## config.mk

```make
export PLATFORM = sky130hd
export DESIGN_NAME = decode_stage_flat
export DESIGN_NICKNAME = d
export VERILOG_FILES = /design/src/common/core_pkg.sv /design/src/common/rv_isa_pkg.sv /design/src/common/bypass_if.sv /design/src/common/ex_issue_if.sv /design/src/decode/decode_stage.sv /design/src/flat_wrapper.sv
export SDC_FILE = /design/constraint.sdc
export NUM_CORES = 1
export LEC_CHECK = 0
export BUFFER_PORTS_ARGS = -buffer_cell sky130_fd_sc_hd__buf_2
export CAP_MARGIN = 10
export CELL_PAD_IN_SITES_DETAIL_PLACEMENT = 2
export CELL_PAD_IN_SITES_GLOBAL_PLACEMENT = 2
export CORE_AREA = 2 2 203 205
export CTS_BUF_LIST = sky130_fd_sc_hd__clkbuf_2 sky130_fd_sc_hd__clkbuf_4 sky130_fd_sc_hd__clkbuf_8
export DETAILED_ROUTE_END_ITERATION = 16
export DIE_AREA = 0 0 205 207
export GPL_ROUTABILITY_DRIVEN = 1
export PLACE_DENSITY_LB_ADDON = 0.12
export SYNTH_ARGS = -nofsm -noshare
export SYNTH_HDL_FRONTEND = slang
export SYNTH_SLANG_ARGS = --single-unit
```

## constraint.sdc

```tcl
create_clock -name clk -period 3.2 [get_ports clk]
set_clock_uncertainty 0.15 [all_clocks]
set_input_delay 0.64 -clock clk [delete_from_list [all_inputs] [get_ports clk]]
set_output_delay 0.64 -clock clk [all_outputs]
set_load 0.1 [all_outputs]
```

## src/common/core_pkg.sv

```systemverilog
package core_pkg;

    localparam int XLEN    = 64;
    localparam int REG_AW  = 5;   // 32 architectural registers
    localparam int SHAMT_W = 6;   // rv64 shift amount

    localparam int ALU_OP_W = 4;

    // alu operation codes
    localparam logic [ALU_OP_W-1:0] ALU_ADD    = 4'd0;
    localparam logic [ALU_OP_W-1:0] ALU_SUB    = 4'd1;
    localparam logic [ALU_OP_W-1:0] ALU_SLL    = 4'd2;
    localparam logic [ALU_OP_W-1:0] ALU_SLT    = 4'd3;
    localparam logic [ALU_OP_W-1:0] ALU_SLTU   = 4'd4;
    localparam logic [ALU_OP_W-1:0] ALU_XOR    = 4'd5;
    localparam logic [ALU_OP_W-1:0] ALU_SRL    = 4'd6;
    localparam logic [ALU_OP_W-1:0] ALU_SRA    = 4'd7;
    localparam logic [ALU_OP_W-1:0] ALU_OR     = 4'd8;
    localparam logic [ALU_OP_W-1:0] ALU_AND    = 4'd9;
    localparam logic [ALU_OP_W-1:0] ALU_PASS_B = 4'd10;  // lui

endpackage

```

## src/common/rv_isa_pkg.sv

```systemverilog
package rv_isa_pkg;

    // major opcodes
    localparam logic [6:0] OPC_OP     = 7'b0110011;
    localparam logic [6:0] OPC_OP_IMM = 7'b0010011;
    localparam logic [6:0] OPC_LUI    = 7'b0110111;

    // funct3, shared by reg-reg and reg-imm forms
    localparam logic [2:0] F3_ADD_SUB = 3'b000;
    localparam logic [2:0] F3_SLL     = 3'b001;
    localparam logic [2:0] F3_SLT     = 3'b010;
    localparam logic [2:0] F3_SLTU    = 3'b011;
    localparam logic [2:0] F3_XOR     = 3'b100;
    localparam logic [2:0] F3_SRL_SRA = 3'b101;
    localparam logic [2:0] F3_OR      = 3'b110;
    localparam logic [2:0] F3_AND     = 3'b111;

    localparam int F7_ALT_BIT = 30;   // funct7[5], picks sub / sra

    typedef union packed {
        struct packed {
            logic [6:0] funct7;
            logic [4:0] rs2;
            logic [4:0] rs1;
            logic [2:0] funct3;
            logic [4:0] rd;
            logic [6:0] opcode;
        } r_fmt;
        struct packed {
            logic [11:0] imm12;
            logic [4:0]  rs1;
            logic [2:0]  funct3;
            logic [4:0]  rd;
            logic [6:0]  opcode;
        } i_fmt;
        struct packed {
            logic [19:0] imm20;   // upper immediate, bits 31:12
            logic [4:0]  rd;
            logic [6:0]  opcode;
        } u_fmt;
    } instr_u;

endpackage

```

## src/common/bypass_if.sv

```systemverilog
`timescale 1ns/100ps

interface bypass_if
    import core_pkg::*;
();
    logic              ex_wr_en;
    logic [REG_AW-1:0] ex_rd;
    logic [XLEN-1:0]   ex_result;    // straight from the alu
    logic              mem_wr_en;
    logic [REG_AW-1:0] mem_rd;
    logic [XLEN-1:0]   mem_result;
    logic              wb_wr_en;
    logic [REG_AW-1:0] wb_rd;
    logic [XLEN-1:0]   wb_result;

    modport source (
        output ex_wr_en, ex_rd, ex_result,
        output mem_wr_en, mem_rd, mem_result,
        output wb_wr_en, wb_rd, wb_result
    );

    modport sink (
        input ex_wr_en, ex_rd, ex_result,
        input mem_wr_en, mem_rd, mem_result,
        input wb_wr_en, wb_rd, wb_result
    );

endinterface

```

## src/common/ex_issue_if.sv

```systemverilog
`timescale 1ns/100ps

interface ex_issue_if
    import core_pkg::*;
();
    logic                valid;    // legal instr this cycle
    logic [REG_AW-1:0]   rd;
    logic [ALU_OP_W-1:0] alu_op;
    logic [XLEN-1:0]     op_a;     // already forwarded
    logic [XLEN-1:0]     op_b;     // forwarded rs2 or immediate

    modport source (
        output valid, rd, alu_op, op_a, op_b
    );

    modport sink (
        input valid, rd, alu_op, op_a, op_b
    );

endinterface

```

## src/decode/decode_stage.sv

```systemverilog
`timescale 1ns/100ps

module decode_stage
    import core_pkg::*;
    import rv_isa_pkg::*;
(
    input  logic              clk,
    input  logic              rst_n_i,
    input  logic              instr_valid_i,
    input  logic [31:0]       instr_i,
    output logic [REG_AW-1:0] rf_raddr_a_o,
    output logic [REG_AW-1:0] rf_raddr_b_o,
    input  logic [XLEN-1:0]   rf_rdata_a_i,
    input  logic [XLEN-1:0]   rf_rdata_b_i,
    ex_issue_if.source        issue,
    bypass_if.sink            byp
);
    logic   id_valid_q;
    instr_u id_instr_q;

    logic                dec_legal;
    logic [ALU_OP_W-1:0] dec_alu_op;
    logic                dec_use_imm;
    logic [XLEN-1:0]     dec_imm;
    logic                alt_sel;
    logic                sub_sel;

    logic [REG_AW-1:0] rs_sel  [2];   // 0 is rs1, 1 is rs2
    logic [XLEN-1:0]   rf_data [2];
    logic [XLEN-1:0]   fwd     [2];

    always_ff @(posedge clk or negedge rst_n_i) begin
        if (!rst_n_i) begin
            id_valid_q <= 1'b0;
        end else begin
            id_valid_q <= instr_valid_i;
        end
    end

    always_ff @(posedge clk) begin
        if (instr_valid_i) begin
            id_instr_q <= instr_i;
        end
    end

    assign alt_sel = id_instr_q[F7_ALT_BIT];
    assign sub_sel = alt_sel && (id_instr_q.r_fmt.opcode == OPC_OP);   // addi has no sub form

    always_comb begin
        dec_legal   = 1'b1;
        dec_use_imm = 1'b0;
        dec_imm     = {{(XLEN-12){id_instr_q.i_fmt.imm12[11]}}, id_instr_q.i_fmt.imm12};

        case (id_instr_q.r_fmt.funct3)
            F3_ADD_SUB: dec_alu_op = sub_sel ? ALU_SUB : ALU_ADD;
            F3_SLL:     dec_alu_op = ALU_SLL;
            F3_SLT:     dec_alu_op = ALU_SLT;
            F3_SLTU:    dec_alu_op = ALU_SLTU;
            F3_XOR:     dec_alu_op = ALU_XOR;
            F3_SRL_SRA: dec_alu_op = alt_sel ? ALU_SRA : ALU_SRL;
            F3_OR:      dec_alu_op = ALU_OR;
            default:    dec_alu_op = ALU_AND;
        endcase

        case (id_instr_q.r_fmt.opcode)
            OPC_OP: begin
                dec_use_imm = 1'b0;
            end
            OPC_OP_IMM: begin
                dec_use_imm = 1'b1;
                if (id_instr_q.i_fmt.funct3 == F3_SLL ||
                    id_instr_q.i_fmt.funct3 == F3_SRL_SRA) begin
                    // shamt only, drop the funct7 bits above it
                    dec_imm = {{(XLEN-SHAMT_W){1'b0}}, id_instr_q.i_fmt.imm12[SHAMT_W-1:0]};
                end
            end
            OPC_LUI: begin
                dec_alu_op  = ALU_PASS_B;
                dec_use_imm = 1'b1;
                dec_imm     = {{(XLEN-32){id_instr_q.u_fmt.imm20[19]}},
                               id_instr_q.u_fmt.imm20, 12'b0};
            end
            default: begin
                dec_legal = 1'b0;   // becomes a bubble
            end
        endcase
    end

    assign rs_sel[0]  = id_instr_q.r_fmt.rs1;
    assign rs_sel[1]  = id_instr_q.r_fmt.rs2;
    assign rf_data[0] = rf_rdata_a_i;
    assign rf_data[1] = rf_rdata_b_i;

    assign rf_raddr_a_o = rs_sel[0];
    assign rf_raddr_b_o = rs_sel[1];

    // youngest producer wins
    always_comb begin
        for (int i = 0; i < 2; i++) begin
            if (rs_sel[i] == '0) begin
                fwd[i] = '0;
            end else if (byp.ex_wr_en && byp.ex_rd == rs_sel[i]) begin
                fwd[i] = byp.ex_result;
            end else if (byp.mem_wr_en && byp.mem_rd == rs_sel[i]) begin
                fwd[i] = byp.mem_result;
            end else if (byp.wb_wr_en && byp.wb_rd == rs_sel[i]) begin
                fwd[i] = byp.wb_result;
            end else begin
                fwd[i] = rf_data[i];
            end
        end
    end

    assign issue.valid  = id_valid_q && dec_legal;
    assign issue.rd     = id_instr_q.r_fmt.rd;
    assign issue.alu_op = dec_alu_op;
    assign issue.op_a   = fwd[0];
    assign issue.op_b   = dec_use_imm ? dec_imm : fwd[1];

endmodule

```

## src/flat_wrapper.sv

```systemverilog
// flat-port wrapper written by rule: the top's interface ports become plain ports
module decode_stage_flat import core_pkg::*; import rv_isa_pkg::*;
  (clk, rst_n_i, instr_valid_i, instr_i, rf_raddr_a_o, rf_raddr_b_o, rf_rdata_a_i, rf_rdata_b_i, issue_valid, issue_rd, issue_alu_op, issue_op_a, issue_op_b, byp_ex_wr_en, byp_ex_rd, byp_ex_result, byp_mem_wr_en, byp_mem_rd, byp_mem_result, byp_wb_wr_en, byp_wb_rd, byp_wb_result);
  ex_issue_if issue_i ();
  bypass_if byp_i ();
  input  logic clk;
  input  logic rst_n_i;
  input  logic instr_valid_i;
  input  logic [31:0] instr_i;
  output logic [REG_AW-1:0] rf_raddr_a_o;
  output logic [REG_AW-1:0] rf_raddr_b_o;
  input  logic [XLEN-1:0] rf_rdata_a_i;
  input  logic [XLEN-1:0] rf_rdata_b_i;
  output wire logic [$bits(issue_i.valid)-1:0] issue_valid;
  output wire logic [$bits(issue_i.rd)-1:0] issue_rd;
  output wire logic [$bits(issue_i.alu_op)-1:0] issue_alu_op;
  output wire logic [$bits(issue_i.op_a)-1:0] issue_op_a;
  output wire logic [$bits(issue_i.op_b)-1:0] issue_op_b;
  input wire logic [$bits(byp_i.ex_wr_en)-1:0] byp_ex_wr_en;
  input wire logic [$bits(byp_i.ex_rd)-1:0] byp_ex_rd;
  input wire logic [$bits(byp_i.ex_result)-1:0] byp_ex_result;
  input wire logic [$bits(byp_i.mem_wr_en)-1:0] byp_mem_wr_en;
  input wire logic [$bits(byp_i.mem_rd)-1:0] byp_mem_rd;
  input wire logic [$bits(byp_i.mem_result)-1:0] byp_mem_result;
  input wire logic [$bits(byp_i.wb_wr_en)-1:0] byp_wb_wr_en;
  input wire logic [$bits(byp_i.wb_rd)-1:0] byp_wb_rd;
  input wire logic [$bits(byp_i.wb_result)-1:0] byp_wb_result;
  assign issue_valid = issue_i.valid;
  assign issue_rd = issue_i.rd;
  assign issue_alu_op = issue_i.alu_op;
  assign issue_op_a = issue_i.op_a;
  assign issue_op_b = issue_i.op_b;
  assign byp_i.ex_wr_en = byp_ex_wr_en;
  assign byp_i.ex_rd = byp_ex_rd;
  assign byp_i.ex_result = byp_ex_result;
  assign byp_i.mem_wr_en = byp_mem_wr_en;
  assign byp_i.mem_rd = byp_mem_rd;
  assign byp_i.mem_result = byp_mem_result;
  assign byp_i.wb_wr_en = byp_wb_wr_en;
  assign byp_i.wb_rd = byp_wb_rd;
  assign byp_i.wb_result = byp_wb_result;
  decode_stage u_core (.clk(clk), .rst_n_i(rst_n_i), .instr_valid_i(instr_valid_i), .instr_i(instr_i), .rf_raddr_a_o(rf_raddr_a_o), .rf_raddr_b_o(rf_raddr_b_o), .rf_rdata_a_i(rf_rdata_a_i), .rf_rdata_b_i(rf_rdata_b_i), .issue(issue_i), .byp(byp_i));
endmodule
```

Word-level counts from Yosys, hierarchy flattened
Cells that the tools add are included.
{"block": "op_classes", "add_sub_neg": 0, "mul": 0, "div_mod_pow": 0, "n_lt_le_gt_ge": 0, "eq_ne": 15, "shift": 0, "muxes": 17, "bitwise": 0, "n_reduce_logical": 14}
{"op": "$mux W64", "count": 10}
{"op": "$pmux W64 S2", "count": 1}
{"op": "$eq A5 B5 Y1", "count": 6}
{"op": "$pmux W4 S7", "count": 1}
{"op": "$eq A7 B6 Y1 const B", "count": 2}
{"op": "$logic_not A5 Y1", "count": 2}
{"op": "$eq A3 B3 Y1 const B", "count": 3}
{"op": "$logic_and A1 B1 Y1", "count": 8}
{"op": "$eq A7 B5 Y1 const B", "count": 1}
{"op": "$eq A3 B2 Y1 const B", "count": 2}
{"op": "$mux W1", "count": 4}
{"op": "$mux W4", "count": 1}
{"op": "$eq A3 B1 Y1 const B", "count": 1}
{"op": "$logic_not A3 Y1", "count": 1}
{"op": "$reduce_or A3 Y1", "count": 1}
{"op": "$reduce_or A2 Y1", "count": 1}
{"op": "$logic_or A1 B1 Y1", "count": 1}
{"block": "word_totals", "regBits": 33, "latch_bits": 0, "ramBits": 0, "rom_bits": 0, "inputBits": 373, "output_inout_bits": 148, "elab_cells": 48, "mem_count": 0}

Logic depth before layout (Yosys ltp)
{"block": "depth", "word_depth": 7, "ltp_mapped": 9, "ltp_nobuf": 5}

Worst setup path before layout
OpenSTA, ideal clock, no wires.
{"block": "synth_timing", "path_type": "register to output", "startpoint": "register u_core.id_instr_q[4] (netlist name)", "endpoint": "output port issue_alu_op[0]", "arrival_time_ns": 5.759, "t_required_ns": 2.410, "path_slack_ns": -3.349, "stages_incl_launch_ff": 7, "path_buffers": 2, "path_cell_list": "edfxtp_1 -> nand4bb_1 -> nor2_2 -> and2_1 -> clkbuf_1 -> clkbuf_1 -> a2111oi_0"}
{"block": "synth_via", "elab_chain_cells": 5, "elab_cells_between_ends": 6, "classes_between": "eq/ne (2); mux (3); reduce/logical (1)"}
{"item": "start: declaration", "line": "decode_stage.sv:19", "source": "instr_u id_instr_q;"}
{"item": "start signal: assignment", "line": "decode_stage.sv:42", "source": "id_instr_q <= instr_i;"}
{"item": "$eq A7 B6 Y1", "line": "decode_stage.sv:47", "source": "assign sub_sel = alt_sel && (id_instr_q.r_fmt.opcode == OPC_OP);"}
{"item": "$logic_and A1 B1 Y1", "line": "decode_stage.sv:47"}
{"item": "$mux W1", "line": "decode_stage.sv:55", "source": "F3_ADD_SUB: dec_alu_op = sub_sel ? ALU_SUB : ALU_ADD;"}
{"item": "$pmux W4 S7", "line": "decode_stage.sv:54", "source": "case (id_instr_q.r_fmt.funct3)"}
{"item": "$mux W4 (*)", "line": "decode_stage.sv:65", "source": "case (id_instr_q.r_fmt.opcode)"}
{"item": "end: declaration", "line": "flat_wrapper.sv:16", "source": "output wire logic [$bits(issue_i.alu_op)-1:0] issue_alu_op;"}
Mark *: on every way between the ends. The rest lies on a longest branch, timed or not.

Worst setup path after layout
{"block": "layout_timing", "startpoint": "register u_core.id_instr_q[22] (netlist name)", "endpoint": "output port issue_op_b[51]"}
{"block": "layout_via", "elab_chain_cells": 7, "elab_cells_between_ends": 12, "classes_between": "eq/ne (3); mux (5); reduce/logical (4)"}
{"item": "$eq A5 B5 Y1", "line": "decode_stage.sv:106", "source": "end else if (byp.wb_wr_en && byp.wb_rd == rs_sel[i]) begin"}
{"item": "$logic_and A1 B1 Y1", "line": "decode_stage.sv:106"}
{"item": "$mux W64", "line": "decode_stage.sv:106"}
{"item": "$mux W64", "line": "decode_stage.sv:104", "source": "end else if (byp.mem_wr_en && byp.mem_rd == rs_sel[i]) begin"}
{"item": "$mux W64", "line": "decode_stage.sv:102", "source": "end else if (byp.ex_wr_en && byp.ex_rd == rs_sel[i]) begin"}
{"item": "$mux W64 (*)", "line": "decode_stage.sv:100", "source": "if (rs_sel[i] == '0) begin"}
{"item": "$mux W64 (*)", "line": "decode_stage.sv:118", "source": "assign issue.op_b = dec_use_imm ? dec_imm : fwd[1];"}
{"item": "end: declaration", "line": "flat_wrapper.sv:18", "source": "output wire logic [$bits(issue_i.op_b)-1:0] issue_op_b;"}
Marked as above.

==> impl_metrics.tcl <==
set metrics [dict create \
    synth_top_family_by_area "compound AO/OA/AOI/OAI gates" \
    hp-start "instr_i[31]" \
    timing.fmax_mhz 291 \
    worst-setup-path-type "reg2out" \
    layout_min_cycle_time_ns 3.44 \
    max_slew.worst_pin.slew_ns 0.732 \
    timing.hold.ws_ns 0.363 \
    crit_chain "buf_6 -> xor2_2 -> nor4_2 -> buf_4 -> and3_4 -> buf_12 -> buf_16 -> nand2_4 -> a32oi_4 -> buf_12" \
    outcome "complete, but fails checks" \
    grt_setup_unrepaired "true" \
    gp_congestion 0.879 \
    dpl_wire_length_um 42800 \
    clk_path_buf_depth 2 \
    grt-ovfl-total 0 \
    layout_common_cells "sky130_fd_sc_hd__buf_2, sky130_fd_sc_hd__buf_12, sky130_fd_sc_hd__buf_4, sky130_fd_sc_hd__and3_1, sky130_fd_sc_hd__o2bb2ai_4" \
    die_w_um 205 \
    p_leak_nw 7.25 \
    syn2layout_area_growth_pct 168 \
    path_delay_family "buffers and inverters" \
    yosys.area_share.xor_xnor 0.0400 \
    synth_adder_area_share 0 \
    drc_errors 0 \
    grt_antenna_before_repair 26 \
    crit_fanout 8 \
    via_count_of_the_first_global_routing_pass 11100 \
    critical_path_cell_count 10 \
    cp-start-kind "flip-flop" \
    critPathCaptureType "output pin" \
    finalHoldViolCount 0 \
    rows 74 \
    syn_inst 788 \
    setup_viol_count_final 128 \
    floorplan.die_area_um2 42400 \
    routedWlPerCell_um 30.7 \
    violations_in_the_final_reports "setup timing" \
    cts_sinks 33 \
    cts_htree_levels 2 \
    fin_setup_tns_ns -18.94 \
    pre_cts_ws_ns -0.262 \
    fp.coreArea_um2 40400 \
    crit_top_cell "sky130_fd_sc_hd__buf_12" \
    slew-limit-headroom 0.512 \
    detail_route.vias_per_cell 5.13 \
    portBuffers 520 \
    synthSimpleGateAreaFrac 0.151 \
    grt_pass1_wl_um 80300 \
    detailedRoute.firstIterationViolations 354 \
    power_per_cell_area_nw_per_um2 298 \
    worstPathRequired_ns 2.41 \
    synth.cell_area_um2 6570 \
    postSynthRegisterBits 33 \
    worstHoldEndpoint "u_core.id_instr_q[31]" \
    max_cap_violations 0 \
    floorplan.initialDensity 0.163 \
    critical_path.max_stage_delay_ns 0.45 \
    arrival_time_worst_endpoint_ns 2.65 \
    critPathSlowestCell "sky130_fd_sc_hd__edfxtp_1" \
    grt_max_degree 45 \
    hold_path_depth 1 \
    drtPass1Iterations 4 \
    synth-seq-area-share 0.150 \
    synth_compound_gate_area_share 0.499 \
    cts_made_buffers 5 \
    final_net_count 1789 \
    post_synth_num_cell_types 48 \
    tritoncts "done" \
    post_route_ant_nets 0 \
    synth_fp_nets 1161 \
    filler_cell_count 4133 \
    grt_use_total 0.257 \
    mean_instance_size_in_the_synthesized_netlist_um2 8.33 \
    postLayoutCoreUtil 0.436 \
    post_route_cells_drive_above_1_share 0.761 \
    cell_chosen_for_the_clock_root "sky130_fd_sc_hd__clkbuf_8" \
    path_clk_slew_ns 0.07 \
    yosys_warnings 0 \
    final_max_slew_viol_count 0 \
    peakVddDrop_mv 0.287 \
    post_synth_mux_area_share 0.0472 \
    total_wire_length_um 60500 \
    floorplan.die.height_um 207 \
    fin_ws_ns -0.236 \
    multiInputGateArea_um2 8370 \
    num_vias 10100 \
    register_cell_area_after_layout_um2 986 \
    io_pins 521 \
    holdCritPathClass "in2reg" \
    post-route-period-util 1.07 \
    path_buf_inv 5 \
    layout.cells.most_common "sky130_fd_sc_hd__buf_2" \
]
-- layer usage --
metal | vias to the layer above | global-route usage | routed length [um]
met1 | 5040 | 0.289 | 22800
met2 | 397 | 0.479 | 31900
li1 | 4563 | - | -
met5 | - | 0 | 98
met4 | 14 | 0.0645 | 1640
met3 | 93 | 0.0609 | 4040
-- where the power goes --
part	internal (mW)	total, mW	leakage (nW)	switching (mW)
sequential	0.513	0.547	0.325	0.0339
clock	0.253	0.417	0.0575	0.164
combinational	1.62	4.28	6.87	2.66
-- cells in the mapped netlist (all sizes together) --
master   number  area, um^2
a21oi        31         155
nand2        79         297
nor2b         2        12.5
a2111oi       1        8.76
clkbuf       55         206
o211ai        2        20.0
nand3         4        32.5
buf          75         529
dfrtp         1        25.0
nand3b        1        7.51
a211oi       20         150
o221ai       63         552
a2bb2o        1        10.0
nand4bb       1        11.3
nor3          1        5.00
nand4         1        6.26
xor2         20         175
o221a         1        11.3
a31oi         2        25.0
nand2b        4        25.0
nor2          8        35.0
a2bb2oi       1        8.76
o21ai        65         325
or4           2        15.0
and2          3        18.8
mux2i        31         310
nor3b         1        7.51
o2bb2ai      64         561
a32oi        33         289
or2           2        12.5
or3           1        6.26
xnor2        10        87.6
and3         68         425
nor4          6        71.3
a221oi       64         936
a22oi        30         225
edfxtp       32         961
inv           2        7.51
-- sequential cells by signal, indices dropped and copies added, names as in the netlist --
register	count
u_core.id_instr_q	32
u_core.id_valid_q	1
-- what timing repair did --
action	CTS	global route
buffers inserted	28	22
hold buffers	1	0
gates resized for setup	212	138
hold endpoints to repair	1	0
cloned	10	16
pin swaps	56	82
setup endpoints to repair	128	128
-- worst max-delay path by stage --
stage,startpoint,endpoint,slack (ns)
floorplan,u_core.id_instr_q[4],issue_alu_op[0],-0.57
global placement,byp_wb_rd[3],issue_op_a[38],-0.22
detailed placement,byp_wb_rd[3],issue_op_a[16],-0.26
CTS,u_core.id_instr_q[18],issue_op_a[16],-0.27
global route,u_core.id_instr_q[22],issue_op_b[43],-0.35
finish,u_core.id_instr_q[22],issue_op_b[51],-0.24
-- stage by stage --
step | total power, mW | std cells | area [um^2]
CTS | 5.10 | 1916 | 16300
finish | 5.24 | 1969 | 17600
detailed placement | 4.45 | 1870 | 14600
global route | 5.40 | 1965 | 17600
floorplan | 2.90 | 788 | 8580
global placement | 4.41 | 1870 | 14600
-- layout make-up --
class | instances | share of cell area
inverter | 2 | 0.000426
clock inverter | 2 | 0.00213
clock buffer | 6 | 0.00469
sequential | 33 | 0.0560
tap | 532 | 0.0378
multi-input combinational | 623 | 0.475
timing repair buffer | 751 | 0.421
antenna | 20 | 0.00284
-- logic make-up after synthesis --
kind of cell / Yosys count
AND/OR/NAND/NOR: 184
buffers and inverters: 132
multiplexers: 31
XOR/XNOR: 30
AO/OA/AOI/OAI: 378
flip-flops: 33
Note: power is estimated with default switching activity, not from simulation.
